==> src/rtl/dcache_defs.svh <==
// data cache miss unit parameters
`ifndef DCACHE_DEFS_SVH
`define DCACHE_DEFS_SVH

// address split, tag | line index | byte offset
`define PADDR_W   16
`define OFFSET_W  4
`define INDEX_W   8
`define CL_IDX_W  4
`define NUM_LINES 16
`define TAG_W     8

// set associativity
`define NUM_WAYS  4
`define WAY_IDX_W 2

// payload widths
`define LINE_W    128
`define DATA_W    32
`define ID_W      2

// port 0 reads, port 1 writes
`define NUM_PORTS 2

// write buffer entries that can still be in flight
`define MAX_TX    2

`endif

==> src/rtl/dcache_mem_pkg.sv <==
// memory side types
package dcache_mem_pkg;

  ////////////////////////////////
  // request kinds
  ////////////////////////////////

  // reads fetch a whole line, stores carry one word
  typedef enum logic [1:0] {
    LOAD_REQ  = 2'd0,
    STORE_REQ = 2'd1
  } mem_req_e;

  ////////////////////////////////
  // return kinds
  ////////////////////////////////

  // one return per request, NONE_ACK is ignored
  typedef enum logic [1:0] {
    LOAD_ACK  = 2'd0,
    STORE_ACK = 2'd1,
    NONE_ACK  = 2'd2
  } mem_rtrn_e;

endpackage

==> src/rtl/dcache_ctrl_pkg.sv <==
// miss controller types
package dcache_ctrl_pkg;

  // controller FSM states
  typedef enum logic [2:0] {
    IDLE       = 3'd0,
    DRAIN      = 3'd1,
    FLUSH      = 3'd2,
    STORE_WAIT = 3'd3,
    LOAD_WAIT  = 3'd4
  } miss_state_e;

endpackage

==> src/rtl/dcache_mshr.sv <==
// read miss status register
`include "dcache_defs.svh"

module dcache_mshr (
  input  logic                                clk_i,
  input  logic                                rst_i,
  input  logic                                mshr_alloc_i,
  input  logic                                load_ack_i,
  input  logic [`PADDR_W-1:0]                 rd_paddr_i,
  input  logic                                rd_nc_i,
  input  logic [`ID_W-1:0]                    rd_id_i,
  input  logic [`NUM_WAYS-1:0]                rd_vld_bits_i,
  input  logic [`PADDR_W-1:0]                 wr_paddr_i,
  input  logic [`MAX_TX-1:0][`PADDR_W-1:0]    tx_paddr_i,
  input  logic [`MAX_TX-1:0]                  tx_vld_i,
  output logic                                mshr_vld_o,
  output logic [`PADDR_W-1:0]                 mshr_paddr_o,
  output logic                                mshr_nc_o,
  output logic [`WAY_IDX_W-1:0]               mshr_way_o,
  output logic [`WAY_IDX_W-1:0]               repl_way_o,
  output logic                                all_ways_valid_o,
  output logic                                rdwr_collision_o,
  output logic                                tx_collision_o
);

  // entry layout, paddr | nc | id | way
  localparam int ENTRY_W = `PADDR_W + 1 + `ID_W + `WAY_IDX_W;
  localparam int LINE_LSB = `OFFSET_W;

  logic [ENTRY_W-1:0]   entry_q;
  logic                 vld_q;
  logic [3:0]           lfsr_q;
  logic [`WAY_IDX_W-1:0] inv_way;
  logic                 all_valid;

  ////////////////////////////////
  // replacement way
  ////////////////////////////////

  // lowest way whose valid bit is clear
  always_comb begin
    inv_way = '0;
    for (int w = `NUM_WAYS - 1; w >= 0; w--) begin
      if (!rd_vld_bits_i[w]) begin
        inv_way = w[`WAY_IDX_W-1:0];
      end
    end
  end

  assign all_valid        = &rd_vld_bits_i;
  assign all_ways_valid_o = all_valid;
  // pseudo random victim once the set is full
  assign repl_way_o       = all_valid ? lfsr_q[`WAY_IDX_W-1:0] : inv_way;

  // x^4 + x^3 + 1, never reaches zero from a nonzero seed
  always_ff @(posedge clk_i) begin
    if (rst_i) begin
      lfsr_q <= 4'b0001;
    end else if (mshr_alloc_i && all_valid) begin
      lfsr_q <= {lfsr_q[2:0], lfsr_q[3] ^ lfsr_q[2]};
    end
  end

  ////////////////////////////////
  // outstanding read
  ////////////////////////////////

  // only one read in flight, so any load return frees it
  always_ff @(posedge clk_i) begin
    if (rst_i) begin
      vld_q <= 1'b0;
    end else if (mshr_alloc_i) begin
      vld_q <= 1'b1;
    end else if (load_ack_i) begin
      vld_q <= 1'b0;
    end
  end

  // payload, captured with the chosen way
  always_ff @(posedge clk_i) begin
    if (mshr_alloc_i) begin
      entry_q <= {rd_paddr_i, rd_nc_i, rd_id_i, repl_way_o};
    end
  end

  assign mshr_vld_o   = vld_q;
  assign mshr_paddr_o = entry_q[ENTRY_W-1 -: `PADDR_W];
  assign mshr_nc_o    = entry_q[`ID_W + `WAY_IDX_W];
  assign mshr_way_o   = entry_q[`WAY_IDX_W-1:0];

  ////////////////////////////////
  // line address collisions
  ////////////////////////////////

  // write to the line that is being refilled
  assign rdwr_collision_o = vld_q &&
    (wr_paddr_i[`PADDR_W-1:LINE_LSB] == mshr_paddr_o[`PADDR_W-1:LINE_LSB]);

  // read of a line with a store still in the write buffer
  always_comb begin
    tx_collision_o = 1'b0;
    for (int k = 0; k < `MAX_TX; k++) begin
      if (tx_vld_i[k] &&
          (rd_paddr_i[`PADDR_W-1:LINE_LSB] == tx_paddr_i[k][`PADDR_W-1:LINE_LSB])) begin
        tx_collision_o = 1'b1;
      end
    end
  end

endmodule

==> src/rtl/dcache_rtrn_decode.sv <==
// memory return decoder
`include "dcache_defs.svh"

module dcache_rtrn_decode import dcache_mem_pkg::*; (
  input  logic                   clk_i,
  input  logic                   rst_i,
  input  logic                   mem_rtrn_vld_i,
  input  mem_rtrn_e              mem_rtrn_type_i,
  input  logic [`ID_W-1:0]       mem_rtrn_tid_i,
  input  logic                   mshr_vld_i,
  input  logic                   store_sent_i,
  output logic                   load_ack_o,
  output logic                   store_ack_o,
  output logic [`NUM_PORTS-1:0]  miss_rtrn_vld_o,
  output logic [`ID_W-1:0]       miss_rtrn_id_o
);

  // counter must hold MAX_TX
  localparam int CNT_W = $clog2(`MAX_TX + 1);

  logic [CNT_W-1:0] inflight_q;
  logic             load_ack;
  logic             store_ack;

  ////////////////////////////////
  // decode
  ////////////////////////////////

  // drop returns that nothing is waiting for
  always_comb begin
    load_ack  = 1'b0;
    store_ack = 1'b0;
    if (mem_rtrn_vld_i) begin
      case (mem_rtrn_type_i)
        LOAD_ACK:  load_ack  = mshr_vld_i;
        STORE_ACK: store_ack = (inflight_q != '0);
        default: begin
        end
      endcase
    end
  end

  assign load_ack_o  = load_ack;
  assign store_ack_o = store_ack;

  // read port gets the refill, write port the store ack
  assign miss_rtrn_vld_o = {store_ack, load_ack};
  assign miss_rtrn_id_o  = mem_rtrn_tid_i;

  ////////////////////////////////
  // stores in flight
  ////////////////////////////////

  always_ff @(posedge clk_i) begin
    if (rst_i) begin
      inflight_q <= '0;
    end else if (store_sent_i && !store_ack) begin
      inflight_q <= inflight_q + 1'b1;
    end else if (store_ack && !store_sent_i) begin
      inflight_q <= inflight_q - 1'b1;
    end
  end

endmodule

==> src/rtl/dcache_miss_ctrl.sv <==
// miss controller
`include "dcache_defs.svh"

module dcache_miss_ctrl import dcache_mem_pkg::*; import dcache_ctrl_pkg::*; (
  input  logic                                  clk_i,
  input  logic                                  rst_i,
  input  logic                                  enable_i,
  input  logic                                  flush_i,
  input  logic                                  wbuffer_empty_i,
  input  logic [`NUM_PORTS-1:0]                 miss_req_i,
  input  logic [`NUM_PORTS-1:0]                 miss_nc_i,
  input  logic [`DATA_W-1:0]                    miss_wdata_i,
  input  logic [`NUM_PORTS-1:0][`PADDR_W-1:0]   miss_paddr_i,
  input  logic [`NUM_PORTS-1:0][`ID_W-1:0]      miss_id_i,
  input  logic                                  mshr_vld_i,
  input  logic [`PADDR_W-1:0]                   mshr_paddr_i,
  input  logic                                  mshr_nc_i,
  input  logic [`WAY_IDX_W-1:0]                 mshr_way_i,
  input  logic [`WAY_IDX_W-1:0]                 repl_way_i,
  input  logic                                  all_ways_valid_i,
  input  logic                                  rdwr_collision_i,
  input  logic                                  tx_collision_i,
  input  logic                                  load_ack_i,
  input  logic                                  mem_data_ack_i,
  input  logic [`LINE_W-1:0]                    mem_rtrn_data_i,
  output logic                                  flush_ack_o,
  output logic                                  miss_o,
  output logic                                  cache_en_o,
  output logic [`NUM_PORTS-1:0]                 miss_ack_o,
  output logic                                  mshr_alloc_o,
  output logic                                  store_sent_o,
  output logic                                  mem_data_req_o,
  output mem_req_e                              mem_rtype_o,
  output logic [`ID_W-1:0]                      mem_tid_o,
  output logic                                  mem_nc_o,
  output logic [`WAY_IDX_W-1:0]                 mem_way_o,
  output logic [`DATA_W-1:0]                    mem_data_o,
  output logic [`PADDR_W-1:0]                   mem_paddr_o,
  output logic                                  wr_cl_vld_o,
  output logic                                  wr_cl_nc_o,
  output logic [`NUM_WAYS-1:0]                  wr_cl_we_o,
  output logic [`TAG_W-1:0]                     wr_cl_tag_o,
  output logic [`CL_IDX_W-1:0]                  wr_cl_idx_o,
  output logic [`LINE_W-1:0]                    wr_cl_data_o,
  output logic [`NUM_WAYS-1:0]                  wr_vld_bits_o
);

  miss_state_e           state_d, state_q;
  logic [`CL_IDX_W-1:0]  cnt_d, cnt_q;
  logic                  enable_d, enable_q;
  logic                  flush_ack_d, flush_ack_q;
  logic                  flush_en, flush_done;
  logic                  sel_wr, rd_req, acked;
  logic                  cl_write_en;
  logic [`NUM_WAYS-1:0]  way_oh;

  ////////////////////////////////
  // port selection
  ////////////////////////////////

  // write port has fixed priority and wait states pin the port
  assign sel_wr = (state_q == LOAD_WAIT)  ? 1'b0 :
                  (state_q == STORE_WAIT) ? 1'b1 : miss_req_i[1];

  // one read at a time
  assign rd_req = miss_req_i[0] && !miss_req_i[1] && !mshr_vld_i;

  assign acked        = mem_data_req_o && mem_data_ack_i;
  assign miss_ack_o   = {acked && sel_wr, acked && !sel_wr};
  assign store_sent_o = acked && (mem_rtype_o == STORE_REQ);
  assign miss_o       = mshr_alloc_o && !miss_nc_i[0];

  ////////////////////////////////
  // memory request fields
  ////////////////////////////////

  assign mem_tid_o   = miss_id_i[sel_wr];
  assign mem_nc_o    = miss_nc_i[sel_wr];
  assign mem_paddr_o = miss_paddr_i[sel_wr];
  assign mem_data_o  = miss_wdata_i;
  // victim way as chosen by the tracker
  assign mem_way_o   = repl_way_i;

  ////////////////////////////////
  // cache line write port
  ////////////////////////////////

  assign way_oh      = {{(`NUM_WAYS-1){1'b0}}, 1'b1} << mshr_way_i;
  // nc refills return data only
  assign cl_write_en = load_ack_i && !mshr_nc_i;

  assign wr_cl_vld_o   = load_ack_i || flush_en;
  assign wr_cl_nc_o    = mshr_nc_i;
  assign wr_cl_we_o    = flush_en ? '1 : (cl_write_en ? way_oh : '0);
  assign wr_vld_bits_o = flush_en ? '0 : (cl_write_en ? way_oh : '0);
  assign wr_cl_idx_o   = flush_en ? cnt_q : mshr_paddr_i[`INDEX_W-1:`OFFSET_W];
  assign wr_cl_tag_o   = mshr_paddr_i[`PADDR_W-1:`INDEX_W];
  assign wr_cl_data_o  = mem_rtrn_data_i;

  // flush walks every line once
  assign cnt_d      = flush_en ? cnt_q + 1'b1 : '0;
  assign flush_done = (cnt_q == `CL_IDX_W'(`NUM_LINES - 1));
  assign cache_en_o = enable_q;

  ////////////////////////////////
  // FSM
  ////////////////////////////////

  always_comb begin
    state_d        = state_q;
    mem_data_req_o = 1'b0;
    mem_rtype_o    = LOAD_REQ;
    mshr_alloc_o   = 1'b0;
    flush_en       = 1'b0;
    flush_ack_o    = 1'b0;
    flush_ack_d    = flush_ack_q;
    // disable at any time but enable only through a flush
    enable_d       = enable_q && enable_i;
    case (state_q)
      IDLE: begin
        if (flush_i || (enable_i && !enable_q)) begin
          if (wbuffer_empty_i && !mshr_vld_i) begin
            flush_ack_d = flush_i;
            state_d     = FLUSH;
          end else begin
            state_d = DRAIN;
          end
        end else if (miss_req_i[1]) begin
          // hold stores to the line under refill
          if (!rdwr_collision_i) begin
            mem_data_req_o = 1'b1;
            mem_rtype_o    = STORE_REQ;
            if (!mem_data_ack_i) begin
              state_d = STORE_WAIT;
            end
          end
        end else if (rd_req && !tx_collision_i) begin
          mem_data_req_o = 1'b1;
          mshr_alloc_o   = mem_data_ack_i;
          if (!mem_data_ack_i) begin
            state_d = LOAD_WAIT;
          end
        end
      end
      STORE_WAIT: begin
        mem_data_req_o = 1'b1;
        mem_rtype_o    = STORE_REQ;
        if (mem_data_ack_i) begin
          state_d = IDLE;
        end
      end
      LOAD_WAIT: begin
        mem_data_req_o = 1'b1;
        if (mem_data_ack_i) begin
          mshr_alloc_o = 1'b1;
          state_d      = IDLE;
        end
      end
      // writes only until buffer and MSHR are empty
      DRAIN: begin
        if (miss_req_i[1] && !rdwr_collision_i) begin
          mem_data_req_o = 1'b1;
          mem_rtype_o    = STORE_REQ;
        end
        // a store that is still waiting for its ack keeps the drain going
        if (wbuffer_empty_i && !mshr_vld_i && !(mem_data_req_o && !mem_data_ack_i)) begin
          state_d = IDLE;
        end
      end
      FLUSH: begin
        flush_en = 1'b1;
        if (flush_done) begin
          state_d     = IDLE;
          flush_ack_o = flush_ack_q;
          flush_ack_d = 1'b0;
          enable_d    = enable_i;
        end
      end
      default: begin
        state_d = IDLE;
      end
    endcase
  end

  // reset starts with a full flush and the cache off
  always_ff @(posedge clk_i) begin
    if (rst_i) begin
      state_q     <= FLUSH;
      cnt_q       <= '0;
      enable_q    <= 1'b0;
      flush_ack_q <= 1'b0;
    end else begin
      state_q     <= state_d;
      cnt_q       <= cnt_d;
      enable_q    <= enable_d;
      flush_ack_q <= flush_ack_d;
    end
  end

endmodule

==> src/rtl/dcache_missunit.sv <==
// data cache miss unit
`include "dcache_defs.svh"

module dcache_missunit import dcache_mem_pkg::*; (
  input  logic                                  clk_i,
  input  logic                                  rst_i,
  // cache management
  input  logic                                  enable_i,
  input  logic                                  flush_i,
  output logic                                  flush_ack_o,
  output logic                                  miss_o,
  input  logic                                  wbuffer_empty_i,
  output logic                                  cache_en_o,
  // miss ports, 0 reads and 1 writes
  input  logic [`NUM_PORTS-1:0]                 miss_req_i,
  output logic [`NUM_PORTS-1:0]                 miss_ack_o,
  input  logic [`NUM_PORTS-1:0]                 miss_nc_i,
  input  logic [`DATA_W-1:0]                    miss_wdata_i,
  input  logic [`NUM_PORTS-1:0][`PADDR_W-1:0]   miss_paddr_i,
  input  logic [`NUM_WAYS-1:0]                  miss_vld_bits_i,
  input  logic [`NUM_PORTS-1:0][`ID_W-1:0]      miss_id_i,
  output logic [`NUM_PORTS-1:0]                 miss_rtrn_vld_o,
  output logic [`ID_W-1:0]                      miss_rtrn_id_o,
  // write buffer entries in flight
  input  logic [`MAX_TX-1:0][`PADDR_W-1:0]      tx_paddr_i,
  input  logic [`MAX_TX-1:0]                    tx_vld_i,
  // cache line write port
  output logic                                  wr_cl_vld_o,
  output logic                                  wr_cl_nc_o,
  output logic [`NUM_WAYS-1:0]                  wr_cl_we_o,
  output logic [`TAG_W-1:0]                     wr_cl_tag_o,
  output logic [`CL_IDX_W-1:0]                  wr_cl_idx_o,
  output logic [`LINE_W-1:0]                    wr_cl_data_o,
  output logic [`NUM_WAYS-1:0]                  wr_vld_bits_o,
  // memory returns
  input  logic                                  mem_rtrn_vld_i,
  input  mem_rtrn_e                             mem_rtrn_type_i,
  input  logic [`ID_W-1:0]                      mem_rtrn_tid_i,
  input  logic [`LINE_W-1:0]                    mem_rtrn_data_i,
  // memory requests
  output logic                                  mem_data_req_o,
  input  logic                                  mem_data_ack_i,
  output mem_req_e                              mem_rtype_o,
  output logic [`ID_W-1:0]                      mem_tid_o,
  output logic                                  mem_nc_o,
  output logic [`WAY_IDX_W-1:0]                 mem_way_o,
  output logic [`DATA_W-1:0]                    mem_data_o,
  output logic [`PADDR_W-1:0]                   mem_paddr_o
);

  logic                  mshr_vld, mshr_nc, mshr_alloc;
  logic [`PADDR_W-1:0]   mshr_paddr;
  logic [`WAY_IDX_W-1:0] mshr_way, repl_way;
  logic                  all_ways_valid, rdwr_collision, tx_collision;
  logic                  load_ack, store_sent;

  ////////////////////////////////
  // tracker and decoder
  ////////////////////////////////

  dcache_mshr u_mshr (
    .clk_i            (clk_i),
    .rst_i            (rst_i),
    .mshr_alloc_i     (mshr_alloc),
    .load_ack_i       (load_ack),
    .rd_paddr_i       (miss_paddr_i[0]),
    .rd_nc_i          (miss_nc_i[0]),
    .rd_id_i          (miss_id_i[0]),
    .rd_vld_bits_i    (miss_vld_bits_i),
    .wr_paddr_i       (miss_paddr_i[1]),
    .tx_paddr_i       (tx_paddr_i),
    .tx_vld_i         (tx_vld_i),
    .mshr_vld_o       (mshr_vld),
    .mshr_paddr_o     (mshr_paddr),
    .mshr_nc_o        (mshr_nc),
    .mshr_way_o       (mshr_way),
    .repl_way_o       (repl_way),
    .all_ways_valid_o (all_ways_valid),
    .rdwr_collision_o (rdwr_collision),
    .tx_collision_o   (tx_collision)
  );

  // store acks go straight out on the write port strobe
  dcache_rtrn_decode u_rtrn_decode (
    .clk_i           (clk_i),
    .rst_i           (rst_i),
    .mem_rtrn_vld_i  (mem_rtrn_vld_i),
    .mem_rtrn_type_i (mem_rtrn_type_i),
    .mem_rtrn_tid_i  (mem_rtrn_tid_i),
    .mshr_vld_i      (mshr_vld),
    .store_sent_i    (store_sent),
    .load_ack_o      (load_ack),
    .store_ack_o     (),
    .miss_rtrn_vld_o (miss_rtrn_vld_o),
    .miss_rtrn_id_o  (miss_rtrn_id_o)
  );

  ////////////////////////////////
  // controller
  ////////////////////////////////

  dcache_miss_ctrl u_miss_ctrl (
    .clk_i            (clk_i),
    .rst_i            (rst_i),
    .enable_i         (enable_i),
    .flush_i          (flush_i),
    .wbuffer_empty_i  (wbuffer_empty_i),
    .miss_req_i       (miss_req_i),
    .miss_nc_i        (miss_nc_i),
    .miss_wdata_i     (miss_wdata_i),
    .miss_paddr_i     (miss_paddr_i),
    .miss_id_i        (miss_id_i),
    .mshr_vld_i       (mshr_vld),
    .mshr_paddr_i     (mshr_paddr),
    .mshr_nc_i        (mshr_nc),
    .mshr_way_i       (mshr_way),
    .repl_way_i       (repl_way),
    .all_ways_valid_i (all_ways_valid),
    .rdwr_collision_i (rdwr_collision),
    .tx_collision_i   (tx_collision),
    .load_ack_i       (load_ack),
    .mem_data_ack_i   (mem_data_ack_i),
    .mem_rtrn_data_i  (mem_rtrn_data_i),
    .flush_ack_o      (flush_ack_o),
    .miss_o           (miss_o),
    .cache_en_o       (cache_en_o),
    .miss_ack_o       (miss_ack_o),
    .mshr_alloc_o     (mshr_alloc),
    .store_sent_o     (store_sent),
    .mem_data_req_o   (mem_data_req_o),
    .mem_rtype_o      (mem_rtype_o),
    .mem_tid_o        (mem_tid_o),
    .mem_nc_o         (mem_nc_o),
    .mem_way_o        (mem_way_o),
    .mem_data_o       (mem_data_o),
    .mem_paddr_o      (mem_paddr_o),
    .wr_cl_vld_o      (wr_cl_vld_o),
    .wr_cl_nc_o       (wr_cl_nc_o),
    .wr_cl_we_o       (wr_cl_we_o),
    .wr_cl_tag_o      (wr_cl_tag_o),
    .wr_cl_idx_o      (wr_cl_idx_o),
    .wr_cl_data_o     (wr_cl_data_o),
    .wr_vld_bits_o    (wr_vld_bits_o)
  );

endmodule

==> config.mk <==
export PLATFORM = sky130hd
export DESIGN_NAME = dcache_missunit
export DESIGN_NICKNAME = d
export VERILOG_FILES = /design/src/rtl/dcache_mem_pkg.sv /design/src/rtl/dcache_ctrl_pkg.sv /design/src/rtl/dcache_mshr.sv /design/src/rtl/dcache_rtrn_decode.sv /design/src/rtl/dcache_miss_ctrl.sv /design/src/rtl/dcache_missunit.sv
export VERILOG_INCLUDE_DIRS = /design/src /design/src/rtl
export SDC_FILE = /design/constraint.sdc
export NUM_CORES = 1
export LEC_CHECK = 0
export ABC_AREA = 1
export BUFFER_PORTS_ARGS = -buffer_cell sky130_fd_sc_hd__buf_2
export CAP_MARGIN = 20
export CORE_AREA = 10 10 173 175
export CTS_BUF_LIST = sky130_fd_sc_hd__clkbuf_4 sky130_fd_sc_hd__clkbuf_8 sky130_fd_sc_hd__clkbuf_16
export DETAILED_ROUTE_END_ITERATION = 10
export DIE_AREA = 0 0 183 185
export PLACE_DENSITY_LB_ADDON = 0.2
export SKIP_CTS_REPAIR_TIMING = 1
export SYNTH_ARGS = -nofsm -noshare
export SYNTH_HDL_FRONTEND = slang
export SYNTH_SLANG_ARGS = --single-unit
==> constraint.sdc <==
create_clock -name clk_i -period 2.4 [get_ports clk_i]
set_input_delay 0.48 -clock clk_i [delete_from_list [all_inputs] [get_ports clk_i]]
set_output_delay 0.48 -clock clk_i [all_outputs]
set_load 0.01 [all_outputs]
# Word level (Yosys, flattened, before mapping)
# Cells that the tools add are included.
word_totals:
  regBits: 37
classes:
  add_sub_neg: 3
  magnitude_cmp: 1
  eq_ne: 18
  shifts: 1
  muxes: 64
  n_bitwise: 2
  reduce_logical: 46
op_table:
  columns: ["op", "count"]
  rows:
  - ["$eq 12x12->1", 3]
  - ["$mux 1", 32]
  - ["$mux 16", 2]
  - ["$mux 3", 9]
  - ["$mux 2", 12]
  - ["$logic_and 1x1->1", 21]
  - ["$mux 4", 4]
  - ["$logic_not 1->1", 12]
  - ["$pmux 3 s4", 1]
  - ["$ne 2x1->1 const B", 5]
  - ["$reduce_and 4->1", 2]
  - ["$reduce_bool 2->1", 4]
  - ["$eq 3x2->1 const B", 2]
  - ["$pmux 2 s3", 1]
  - ["$reduce_and 6->1", 1]
  - ["$add 4x1->4 const B", 1]
  - ["$eq 2x1->1 const B", 2]
  - ["$eq 4x4->1 const B", 1]
  - ["$ne 4x2->1 const B", 1]
  - ["$ne 4x4->1 const B", 1]
  - ["$pmux 1 s2", 2]
  - ["$reduce_or 2->1", 2]
  - ["$shl 1x2->4 const A", 1]
  - ["$eq 3x1->1 const B", 1]
  - ["other kinds (11)", 12]

# Logic depth before layout (Yosys ltp)
# Gate-level depths: netlist of run 1.
depth:
  depth_word: 16
  ltp_mapped: 18
  depth_no_buf: 18

# Modules after synthesis
# A second synthesis of run 1 with hierarchy kept.
unflattened:
  hier_cells: 627
  area_unflattened_um2: 4071.4
by_module_without_submodules:
  columns: ["module", "instances", "cells_each", "area_each_um2", "seq_area_each_um2"]
  rows:
  - ["dcache_miss_ctrl", 1, 385, 2417.3, 180.2]
  - ["dcache_mshr", 1, 213, 1470.2, 670.6]
  - ["dcache_rtrn_decode", 1, 29, 183.9, 40.0]

# Worst setup path after synthesis of run 1
# Ideal clock, no wire load.
synth_timing:
  path_type: "input to register"
  start: "input port miss_paddr_i[4] in the netlist's numbering"
  end: "register u_rtrn_decode.inflight_q[1]"
  setup_ns: 0.122
  t_arrival_ns: 2.089
  path_slack_ns: 0.188
  cell_stages: 18
  path_cell_list: "inv_1 -> nand2_1 -> o21ai_0 -> nor2_1 -> nand2_1 -> nor2_1 -> nand2_1 -> nand3_1 -> nand2_1 -> nand2_1 -> nand3_1 -> nand2_1 -> nor2_1 -> ha_1 -> a21oi_1 -> o21ai_0 -> o21ai_0 -> a21oi_1"
synth_between:
  elab_chain_cells: 15
synth_lines:
  columns: ["element", "line_no", "text"]
  rows:
  - ["start: declaration", "dcache_missunit.sv:19", "input logic [`NUM_PORTS-1:0][`PADDR_W-1:0] miss_paddr_i,"]
  - ["$eq 12x12->1", "dcache_mshr.sv:104", "(rd_paddr_i[`PADDR_W-1:LINE_LSB] == tx_paddr_i[k][`PADDR_W-1:LINE_LSB])) begin"]
  - ["$logic_and 1x1->1", "dcache_mshr.sv:103", "if (tx_vld_i[k] &&"]
  - ["$mux 1", "dcache_mshr.sv:103", null]
  - ["$mux 1 *", "dcache_mshr.sv:103", null]
  - ["$logic_not 1->1 *", "dcache_miss_ctrl.sv:137", "end else if (rd_req && !tx_collision_i) begin"]
  - ["$logic_and 1x1->1 *", "dcache_miss_ctrl.sv:137", null]
  - ["$mux 1 *", "dcache_miss_ctrl.sv:137", null]
  - ["$mux 1 *", "dcache_miss_ctrl.sv:128", "end else if (miss_req_i[1]) begin"]
  - ["$mux 1 *", "dcache_miss_ctrl.sv:121", "if (flush_i || (enable_i && !enable_q)) begin"]
  - ["$pmux 1 s3 *", "dcache_miss_ctrl.sv:119", "case (state_q)"]
  - ["named net mem_data_req_o", "dcache_missunit.sv:41", "output logic mem_data_req_o,"]
  - ["$logic_and 1x1->1 *", "dcache_miss_ctrl.sv:68", "assign acked = mem_data_req_o && mem_data_ack_i;"]
  - ["$logic_and 1x1->1 *", "dcache_miss_ctrl.sv:70", "assign store_sent_o = acked && (mem_rtype_o == STORE_REQ);"]
  - ["$logic_not 1->1", "dcache_rtrn_decode.sv:59", "end else if (store_ack && !store_sent_i) begin"]
  - ["$logic_and 1x1->1", "dcache_rtrn_decode.sv:59", null]
  - ["$reduce_bool 2->1 (no source line)", null, null]
  - ["end signal: assignment", "dcache_rtrn_decode.sv:58", "inflight_q <= inflight_q + 1'b1;"]
  - ["end signal: assignment", "dcache_rtrn_decode.sv:60", "inflight_q <= inflight_q - 1'b1;"]
  - ["end: declaration", "dcache_rtrn_decode.sv:21", "logic [CNT_W-1:0] inflight_q;"]
# Mark *: on every way through the listed nets, which the timed path passes. The rest lies on a longest branch.
# A chain may end at the register's enable or synchronous reset.

# Worst setup path in the final report of run 1
layout_timing:
  start: "register u_mshr.entry_q[15]"
  end: "output port miss_ack_o[1]"
layout_between:
  elab_chain_cells: 9
layout_lines:
  columns: ["element", "line_no", "text"]
  rows:
  - ["start: declaration", "dcache_mshr.sv:30", "logic [ENTRY_W-1:0] entry_q;"]
  - ["start signal: assignment", "dcache_mshr.sv:82", "entry_q <= {rd_paddr_i, rd_nc_i, rd_id_i, repl_way_o};"]
  - ["$eq 12x12->1 *", "dcache_mshr.sv:97", "(wr_paddr_i[`PADDR_W-1:LINE_LSB] == mshr_paddr_o[`PADDR_W-1:LINE_LSB]);"]
  - ["$logic_and 1x1->1 *", "dcache_mshr.sv:96", "assign rdwr_collision_o = vld_q &&"]
  - ["$logic_not 1->1", null, null]
  - ["$logic_and 1x1->1", "dcache_miss_ctrl.sv:161", "if (miss_req_i[1] && !rdwr_collision_i) begin"]
  - ["$mux 1", "dcache_miss_ctrl.sv:161", null]
  - ["$mux 1", "dcache_miss_ctrl.sv:119", null]
  - ["$pmux 1 s3 *", "dcache_miss_ctrl.sv:119", null]
  - ["$logic_and 1x1->1 *", "dcache_miss_ctrl.sv:68", null]
  - ["$logic_and 1x1->1 *", "dcache_miss_ctrl.sv:69", "assign miss_ack_o = {acked && sel_wr, acked && !sel_wr};"]
  - ["end: declaration", "dcache_missunit.sv:16", "output logic [`NUM_PORTS-1:0] miss_ack_o,"]
# Mark *: on every way between the ends. The rest lies on a longest branch, timed or not. The select of a mux whose other input is x is not followed.

==> flow_metrics.env, run 1 <==
export IMPL_outcome="finished with violations"
export IMPL_violations="setup timing"
export IMPL_num_rows=60
export IMPL_regToRegSetupSlack_ns=0.17
export IMPL_worstPathMaxFanout=2
export IMPL_h_tree_depth=2
export IMPL_pre_cts_slack_ns=-0.3389
export IMPL_die_w_um=183
export IMPL_setup_ws_ns=-0.02337
export IMPL_arrival_ns=1.94
export IMPL_intPower_w=0.001626
export IMPL_leakagePower_nw=2.364
export IMPL_fin_setup_tns_ns=-0.02337
export IMPL_die_area_um2=33860
export IMPL_routedWlPerCell_um=16.05
export IMPL_fp_dieH_um=185
export IMPL_syn_inst=602
export IMPL_syn2layout_area_growth_pct=15.58
export IMPL_final_net_count=883
export IMPL_num_fill_cells=3192
export IMPL_slew_violations=0
export IMPL_drc=0
export IMPL_cp_required_ns=1.92
export IMPL_clk_latency_ns=0.29
export IMPL_multiInputGateArea_um2=1582
export IMPL_cts_tree="built"
export IMPL_place_congestion=0.7514
export IMPL_worstHoldPathType="in2reg"
export IMPL_cts_buffer_depth=2
export IMPL_cp_start_kind="register"
export IMPL_cp_end_kind="output pin"
export IMPL_antenna_found_initial=0
export IMPL_yosysUniqueCellTypes=41
export IMPL_pin_count=464
export IMPL_synth_edf_count=15
export IMPL_ys_seq_area_share_pct=19.83
export IMPL_clockPowerShare_pct=25.3
export IMPL_total_power_w=0.002795
export IMPL_skew_ns=0.004530
export IMPL_grt_max_degree=17
export IMPL_drt_pass1_iterations=4
export IMPL_max_freq_ghz=0.4126
export IMPL_p_comb_share_pct=50.9
export IMPL_cts_sinks=31
export IMPL_p_switching_w=0.001169
export IMPL_diodes=0
export IMPL_ant_nets=0
export IMPL_yosysWarningCount=0
export IMPL_synth_seq_cells=31
export IMPL_first_iter_violations=125
export IMPL_critical_path_class="reg2out"
export IMPL_switching_share_pct=41.82
export IMPL_dp_hpwl_um=13640
export IMPL_postSynthNetCount=853
export IMPL_placement_io_buffers=130
export IMPL_numCtsBuffers=5
export IMPL_vias_per_cell=3.613
export IMPL_ir_drop_mv=0.2796
export IMPL_wl_um=15630
export IMPL_grt_usage_pct=9.086
export IMPL_core_area_um2=26580
export IMPL_hold_viol=0
export IMPL_syn_area_um2=3887
export IMPL_avgSynthCellArea_um2=6.458
export IMPL_post_route_period_util_pct=101.0
export IMPL_min_period_ns=2.423
export IMPL_powerDensity_nw_per_um2=622.2
export IMPL_ys_flop_type="dfxtp_1"
export IMPL_grt_pass1_vias=3722
export IMPL_drive_gt1_share_pct=40.44
export IMPL_rsz0062_at_grt="true"
export IMPL_power_frac_seq_pct=23.8
export IMPL_routed_via_count=3519
export IMPL_ys_async_sr_fraction_pct=0
export IMPL_cap_viol_max_count=0
export IMPL_grt_remaining_overflow=0
export IMPL_clk_pin_slew_ns=0.06
export IMPL_setup_viol=1
export IMPL_seq_area_um2=773.2
export IMPL_grt_pass1_wl_um=22820
export IMPL_initial_core_util_pct=14.63
export IMPL_cts_root_buf="clkbuf_16"
## power groups by stage
stage	clock network (W)	registers [W]	logic, W
final	0.000707	0.000665	0.00142
after global routing	0.000757	0.000674	0.00162
after CTS	0.000747	0.000663	0.00138
after detailed placement	0	0.000674	0.00138
after global placement	0	0.000674	0.00138
after floorplan	0	0.000661	0.00102
## per-stage QoR
| stage | hold WS, ns | cells | instance area, um^2 | util [%] |
|---|---|---|---|---|
| finish | 0.4040 | 974 | 4493 | 16.91 |
| global route | 0.3952 | 974 | 4493 | 16.91 |
| CTS | 0.3971 | 966 | 4299 | 16.18 |
| detailed placement | 0.4479 | 958 | 4140 | 15.58 |
| global placement | 0.4457 | 958 | 4140 | 15.58 |
| floorplan | 0.4289 | 602 | 3887 | - |
## worst max-delay path, stage by stage (launching register included)
cell      delay [ns]
edfxtp_1        0.42
xnor2_2         0.18
buf_4           0.15
nand3_2         0.09
nor2_4          0.12
nand2_2         0.09
nand2_2         0.08
nand2_1         0.05
nand2_1         0.07
nand3_2         0.08
nand2_2         0.09
buf_6           0.11
nor2_4          0.03
buf_6           0.11
## Yosys cell counts (2+ instances only)
master | n | area share [%]
nor3_1 | 3 | 0.39
nand4_1 | 7 | 1.1
nor4_1 | 4 | 0.64
a21oi_1 | 9 | 1.2
edfxtp_1 | 15 | 12
o31ai_1 | 3 | 0.58
buf_2 | 3 | 0.39
o21ai_0 | 30 | 3.9
dfxtp_1 | 16 | 8.2
xnor2_1 | 7 | 1.6
nor2_8 | 2 | 1.0
nand2_1 | 142 | 14
ha_1 | 2 | 0.64
clkbuf_1 | 3 | 0.29
nor2_1 | 48 | 4.6
buf_4 | 173 | 33
o21ai_1 | 3 | 0.39
or2_1 | 3 | 0.48
nand3_1 | 21 | 2.7
inv_2 | 6 | 0.58
inv_1 | 78 | 7.5
o211ai_1 | 5 | 0.97
## metal layers
layer	share of wire [%]	track usage [%]	up-vias
met1	42	10.49	1502
met3	8.8	3.233	96
met2	43	13.52	170
li1	-	-	1751
met4	6.7	6.951	0
met5	0	0	-
## registers in the layout (all words and copies together), names as in the netlist
register                  flops
u_miss_ctrl.cache_en_o        1
u_miss_ctrl.cnt_q             4
u_miss_ctrl.flush_ack_q       1
u_miss_ctrl.state_q           3
u_mshr.entry_q               15
u_mshr.lfsr_q                 4
u_mshr.mshr_vld_o             1
u_rtrn_decode.inflight_q      2
## path summary, 6_finish.rpt
| kind | endpoint | startpoint | cells past startpoint |
|---|---|---|---|
| max | miss_ack_o[1] | u_mshr.entry_q[15]$_DFFE_PP_ | 13 |
| min | u_mshr.mshr_vld_o$_SDFFE_PP0P_ | rst_i | 2 |
| max reg2reg | u_rtrn_decode.inflight_q[1]$_SDFFE_PP0P_ | u_mshr.entry_q[15]$_DFFE_PP_ | 16 |
| min reg2reg | u_mshr.lfsr_q[0]$_SDFFE_PP1P_ | u_mshr.lfsr_q[0]$_SDFFE_PP1P_ | 2 |
## cells in the final DEF (no fill, tap or decap), types with 2 or more instances in the layout
cell / instances
nor2_1: 43
or2_1: 3
nor4_2: 3
nor2_4: 3
edfxtp_1: 15
nand2_2: 6
o31ai_2: 2
nor3_1: 2
o21ai_2: 3
inv_2: 9
o211ai_1: 5
nand3_1: 18
buf_2: 128
inv_1: 74
xnor2_1: 5
nand3_2: 3
a21oi_1: 9
clkbuf_16: 6
nor2_2: 3
o21ai_1: 8
o21ai_0: 23
dfxtp_2: 2
ha_1: 2
buf_4: 71
dfxtp_1: 14
nand2_1: 137
nand4_1: 7
xnor2_2: 2
buf_6: 3
nor2_8: 2
## final cells by class
| type | instances | share of cell area, % |
|---|---|---|
| tap | 341 | 9.496 |
| clock buffer | 6 | 3.342 |
| clock inverter | 2 | 0.1949 |
| sequential | 31 | 17.21 |
| timing repair buffer | 203 | 27.32 |
| multi-input combinational | 306 | 35.20 |
| inverter | 85 | 7.240 |
## logic make-up (layout without fill, tap and decap cells)
kind of cell,count (synthesis),count (layout),synth area share [%]
AOI/OAI and AO/OA,56,56,8.111
xor gates and xnor gates,8,8,1.802
adders and majority gates,2,2,0.6436
buffers and inverters,265,296,42.45
DFF,31,31,19.83
other,1,1,0.09646
and+or+nand+nor,239,239,27.07
Power figures use the tool's default switching activity.
==> run 2, diff against run 1 <==
==> constraint.sdc (replaced) <==
create_clock -name clk_i -period 2.4 [get_ports clk_i]
set_input_delay 0.48 -clock clk_i [delete_from_list [all_inputs] [get_ports clk_i]]
set_output_delay 0.48 -clock clk_i [all_outputs]
set_load 0.005 [all_outputs]
==> run 2 against run 1 <==
Compared with the run above:
- the flow still finishes with violations (setup timing)
- clock skew rose by 0.0057 ns
- utilization about the same
- cell area shrank 0.28%
- combinational power down 8%
- sequential power is essentially flat
- non-clock buffer count shrank 2
- critical path type unchanged
- critical endpoint unchanged
- total power shrank 3.2%
==> flow_metrics.env, run 2 (same netlist as run 1, synthesis figures left out) <==
export IMPL_ant_nets=0
export IMPL_post_route_period_util_pct=101.8
export IMPL_clockPowerShare_pct=26.9
export IMPL_syn2layout_area_growth_pct=15.26
export IMPL_core_area_um2=26580
export IMPL_cts_tree="built"
export IMPL_h_tree_depth=2
export IMPL_cts_buffer_depth=2
export IMPL_num_fill_cells=3121
export IMPL_setup_ws_ns=-0.04263
export IMPL_outcome="finished with violations"
export IMPL_place_congestion=0.7730
export IMPL_slowest_delay_ns=0.46
export IMPL_ir_drop_mv=0.2481
export IMPL_setup_viol=1
export IMPL_r2r_worst_path_cells=17
export IMPL_rsz0062_at_grt="true"
export IMPL_dp_hpwl_um=13650
export IMPL_initial_core_util_pct=14.63
export IMPL_pin_count=464
export IMPL_power_frac_seq_pct=24.6
export IMPL_cpMaxStageDelayCell="edfxtp_1"
export IMPL_largest_register_ffs=15
export IMPL_grt_max_degree=17
export IMPL_min_period_ns=2.443
export IMPL_grt_usage_pct=9.008
export IMPL_numCtsBuffers=5
export IMPL_top_regs="u_mshr.entry_q (15), u_miss_ctrl.cnt_q (4), u_mshr.lfsr_q (4)"
export IMPL_grt_remaining_overflow=0
export IMPL_die_w_um=183
export IMPL_final_net_count=881
export IMPL_drive_gt1_share_pct=39.94
export IMPL_routedWlPerCell_um=16.23
export IMPL_min_delay_worst_endpoint="u_mshr.mshr_vld_o$_SDFFE_PP0P_"
export IMPL_seq_area_um2=777.0
export IMPL_arrival_ns=1.96
export IMPL_min_from="rst_i"
export IMPL_grt_pass1_vias=3556
export IMPL_num_rows=60
export IMPL_p_comb_share_pct=48.5
export IMPL_multiInputGateArea_um2=1585
export IMPL_cpMostUsedCell="nand2_2"
export IMPL_switching_share_pct=40.98
export IMPL_hold_viol=0
export IMPL_clk_latency_ns=0.29
export IMPL_total_power_w=0.002706
export IMPL_diodes=0
export IMPL_cts_root_buf="clkbuf_16"
export IMPL_fp_dieH_um=185
export IMPL_worstHoldPathType="in2reg"
export IMPL_cp_required_ns=1.92
export IMPL_first_iter_violations=115
export IMPL_regToRegSetupSlack_ns=0.14
export IMPL_cts_sinks=31
export IMPL_top_register="u_mshr.entry_q"
export IMPL_leakagePower_nw=2.354
export IMPL_vias_per_cell=3.592
export IMPL_crit_chain="nand2_2 > nand2_2 > nor2_4 > nand3_2 > nor2_4 > nand2_2 > nand2_2 > nand2_1 > nand2_1 > nand3_2 > nand2_2 > buf_4 > nor2_1 > buf_2"
export IMPL_worstReg2RegStart="u_mshr.entry_q[12]$_DFFE_PP_"
export IMPL_worstPathMaxFanout=3
export IMPL_min_path_cells=2
export IMPL_cp_end_kind="output pin"
export IMPL_skew_ns=0.01019
export IMPL_drc=0
export IMPL_clk_pin_slew_ns=0.07
export IMPL_max_freq_ghz=0.4094
export IMPL_intPower_w=0.001597
export IMPL_die_area_um2=33860
export IMPL_slew_violations=0
export IMPL_pre_cts_slack_ns=-0.3266
export IMPL_cap_viol_max_count=0
export IMPL_wl_um=15780
export IMPL_placement_io_buffers=130
export IMPL_violations="setup timing"
export IMPL_final_common_cell="nand2_1"
export IMPL_critical_path_class="reg2out"
export IMPL_layout_common_cells="nand2_1, buf_2, inv_1"
export IMPL_powerDensity_nw_per_um2=603.9
export IMPL_antenna_found_initial=0
export IMPL_drt_pass1_iterations=4
export IMPL_grt_pass1_wl_um=22400
export IMPL_reg2reg_to="u_rtrn_decode.inflight_q[1]$_SDFFE_PP0P_"
export IMPL_cp_start_kind="register"
export IMPL_routed_via_count=3491
export IMPL_p_switching_w=0.001109
run 2: worst max-delay path by stage:
stage,from,endpoint,slack (ns),depth (start not counted)
2_1_floorplan,miss_paddr_i[4],u_rtrn_decode.inflight_q[1]$_SDFFE_PP0P_,0.24,18
3_3_place_gp,miss_paddr_i[26],u_rtrn_decode.inflight_q[1]$_SDFFE_PP0P_,-0.29,17
3_5_place_dp,miss_paddr_i[26],u_rtrn_decode.inflight_q[1]$_SDFFE_PP0P_,-0.33,17
4_1_cts,u_mshr.entry_q[15]$_DFFE_PP_,miss_ack_o[1],-0.33,13
5_1_grt,miss_paddr_i[11],miss_ack_o[1],-0.22,14
6_report,u_mshr.entry_q[12]$_DFFE_PP_,miss_ack_o[1],-0.04,14
run 2: worst max-delay path, delay by kind of cell, from the launching register on:
family        cells  cell delay [ns]
simple gates     12             0.99
flops             1             0.46
buf+inv           2             0.22
run 2: power by group through the flow:
stage | sequential, W | combinational, W | clock (W)
floorplan | 0.000661 | 0.000878 | 0
global placement | 0.000677 | 0.00130 | 0
detailed placement | 0.000675 | 0.00129 | 0
CTS | 0.000663 | 0.00130 | 0.000759
global route | 0.000676 | 0.00150 | 0.000770
finish | 0.000667 | 0.00131 | 0.000728
run 2: layout make-up:
| class | count | share of cell area, % |
|---|---|---|
| Multi-Input combinational cell | 306 | 35.38 |
| Timing Repair Buffer | 201 | 26.78 |
| Sequential cell | 31 | 17.34 |
| Tap cell | 341 | 9.522 |
| Inverter | 85 | 7.428 |
| Clock buffer | 6 | 3.351 |
| Clock inverter | 2 | 0.1955 |
run 2: layer usage:
metal	share of wire, %	up-vias	global-route usage [%]
li1	-	1740	-
met5	0	-	0
met1	43	1489	10.34
met2	43	171	13.50
met4	6.6	0	6.951
met3	7.9	91	3.135
run 2: through the flow:
step	area [um^2]	std cells	utilization, %	hold WS [ns]	TNS [ns]
floorplan	3887	602	-	0.4289	0
global placement	4133	957	15.55	0.4458	-0.6679
detailed placement	4133	957	15.55	0.4464	-0.8551
CTS	4292	965	16.15	0.3932	-1.233
global route	4481	972	16.86	0.3856	-0.8086
finish	4481	972	16.86	0.3869	-0.04263
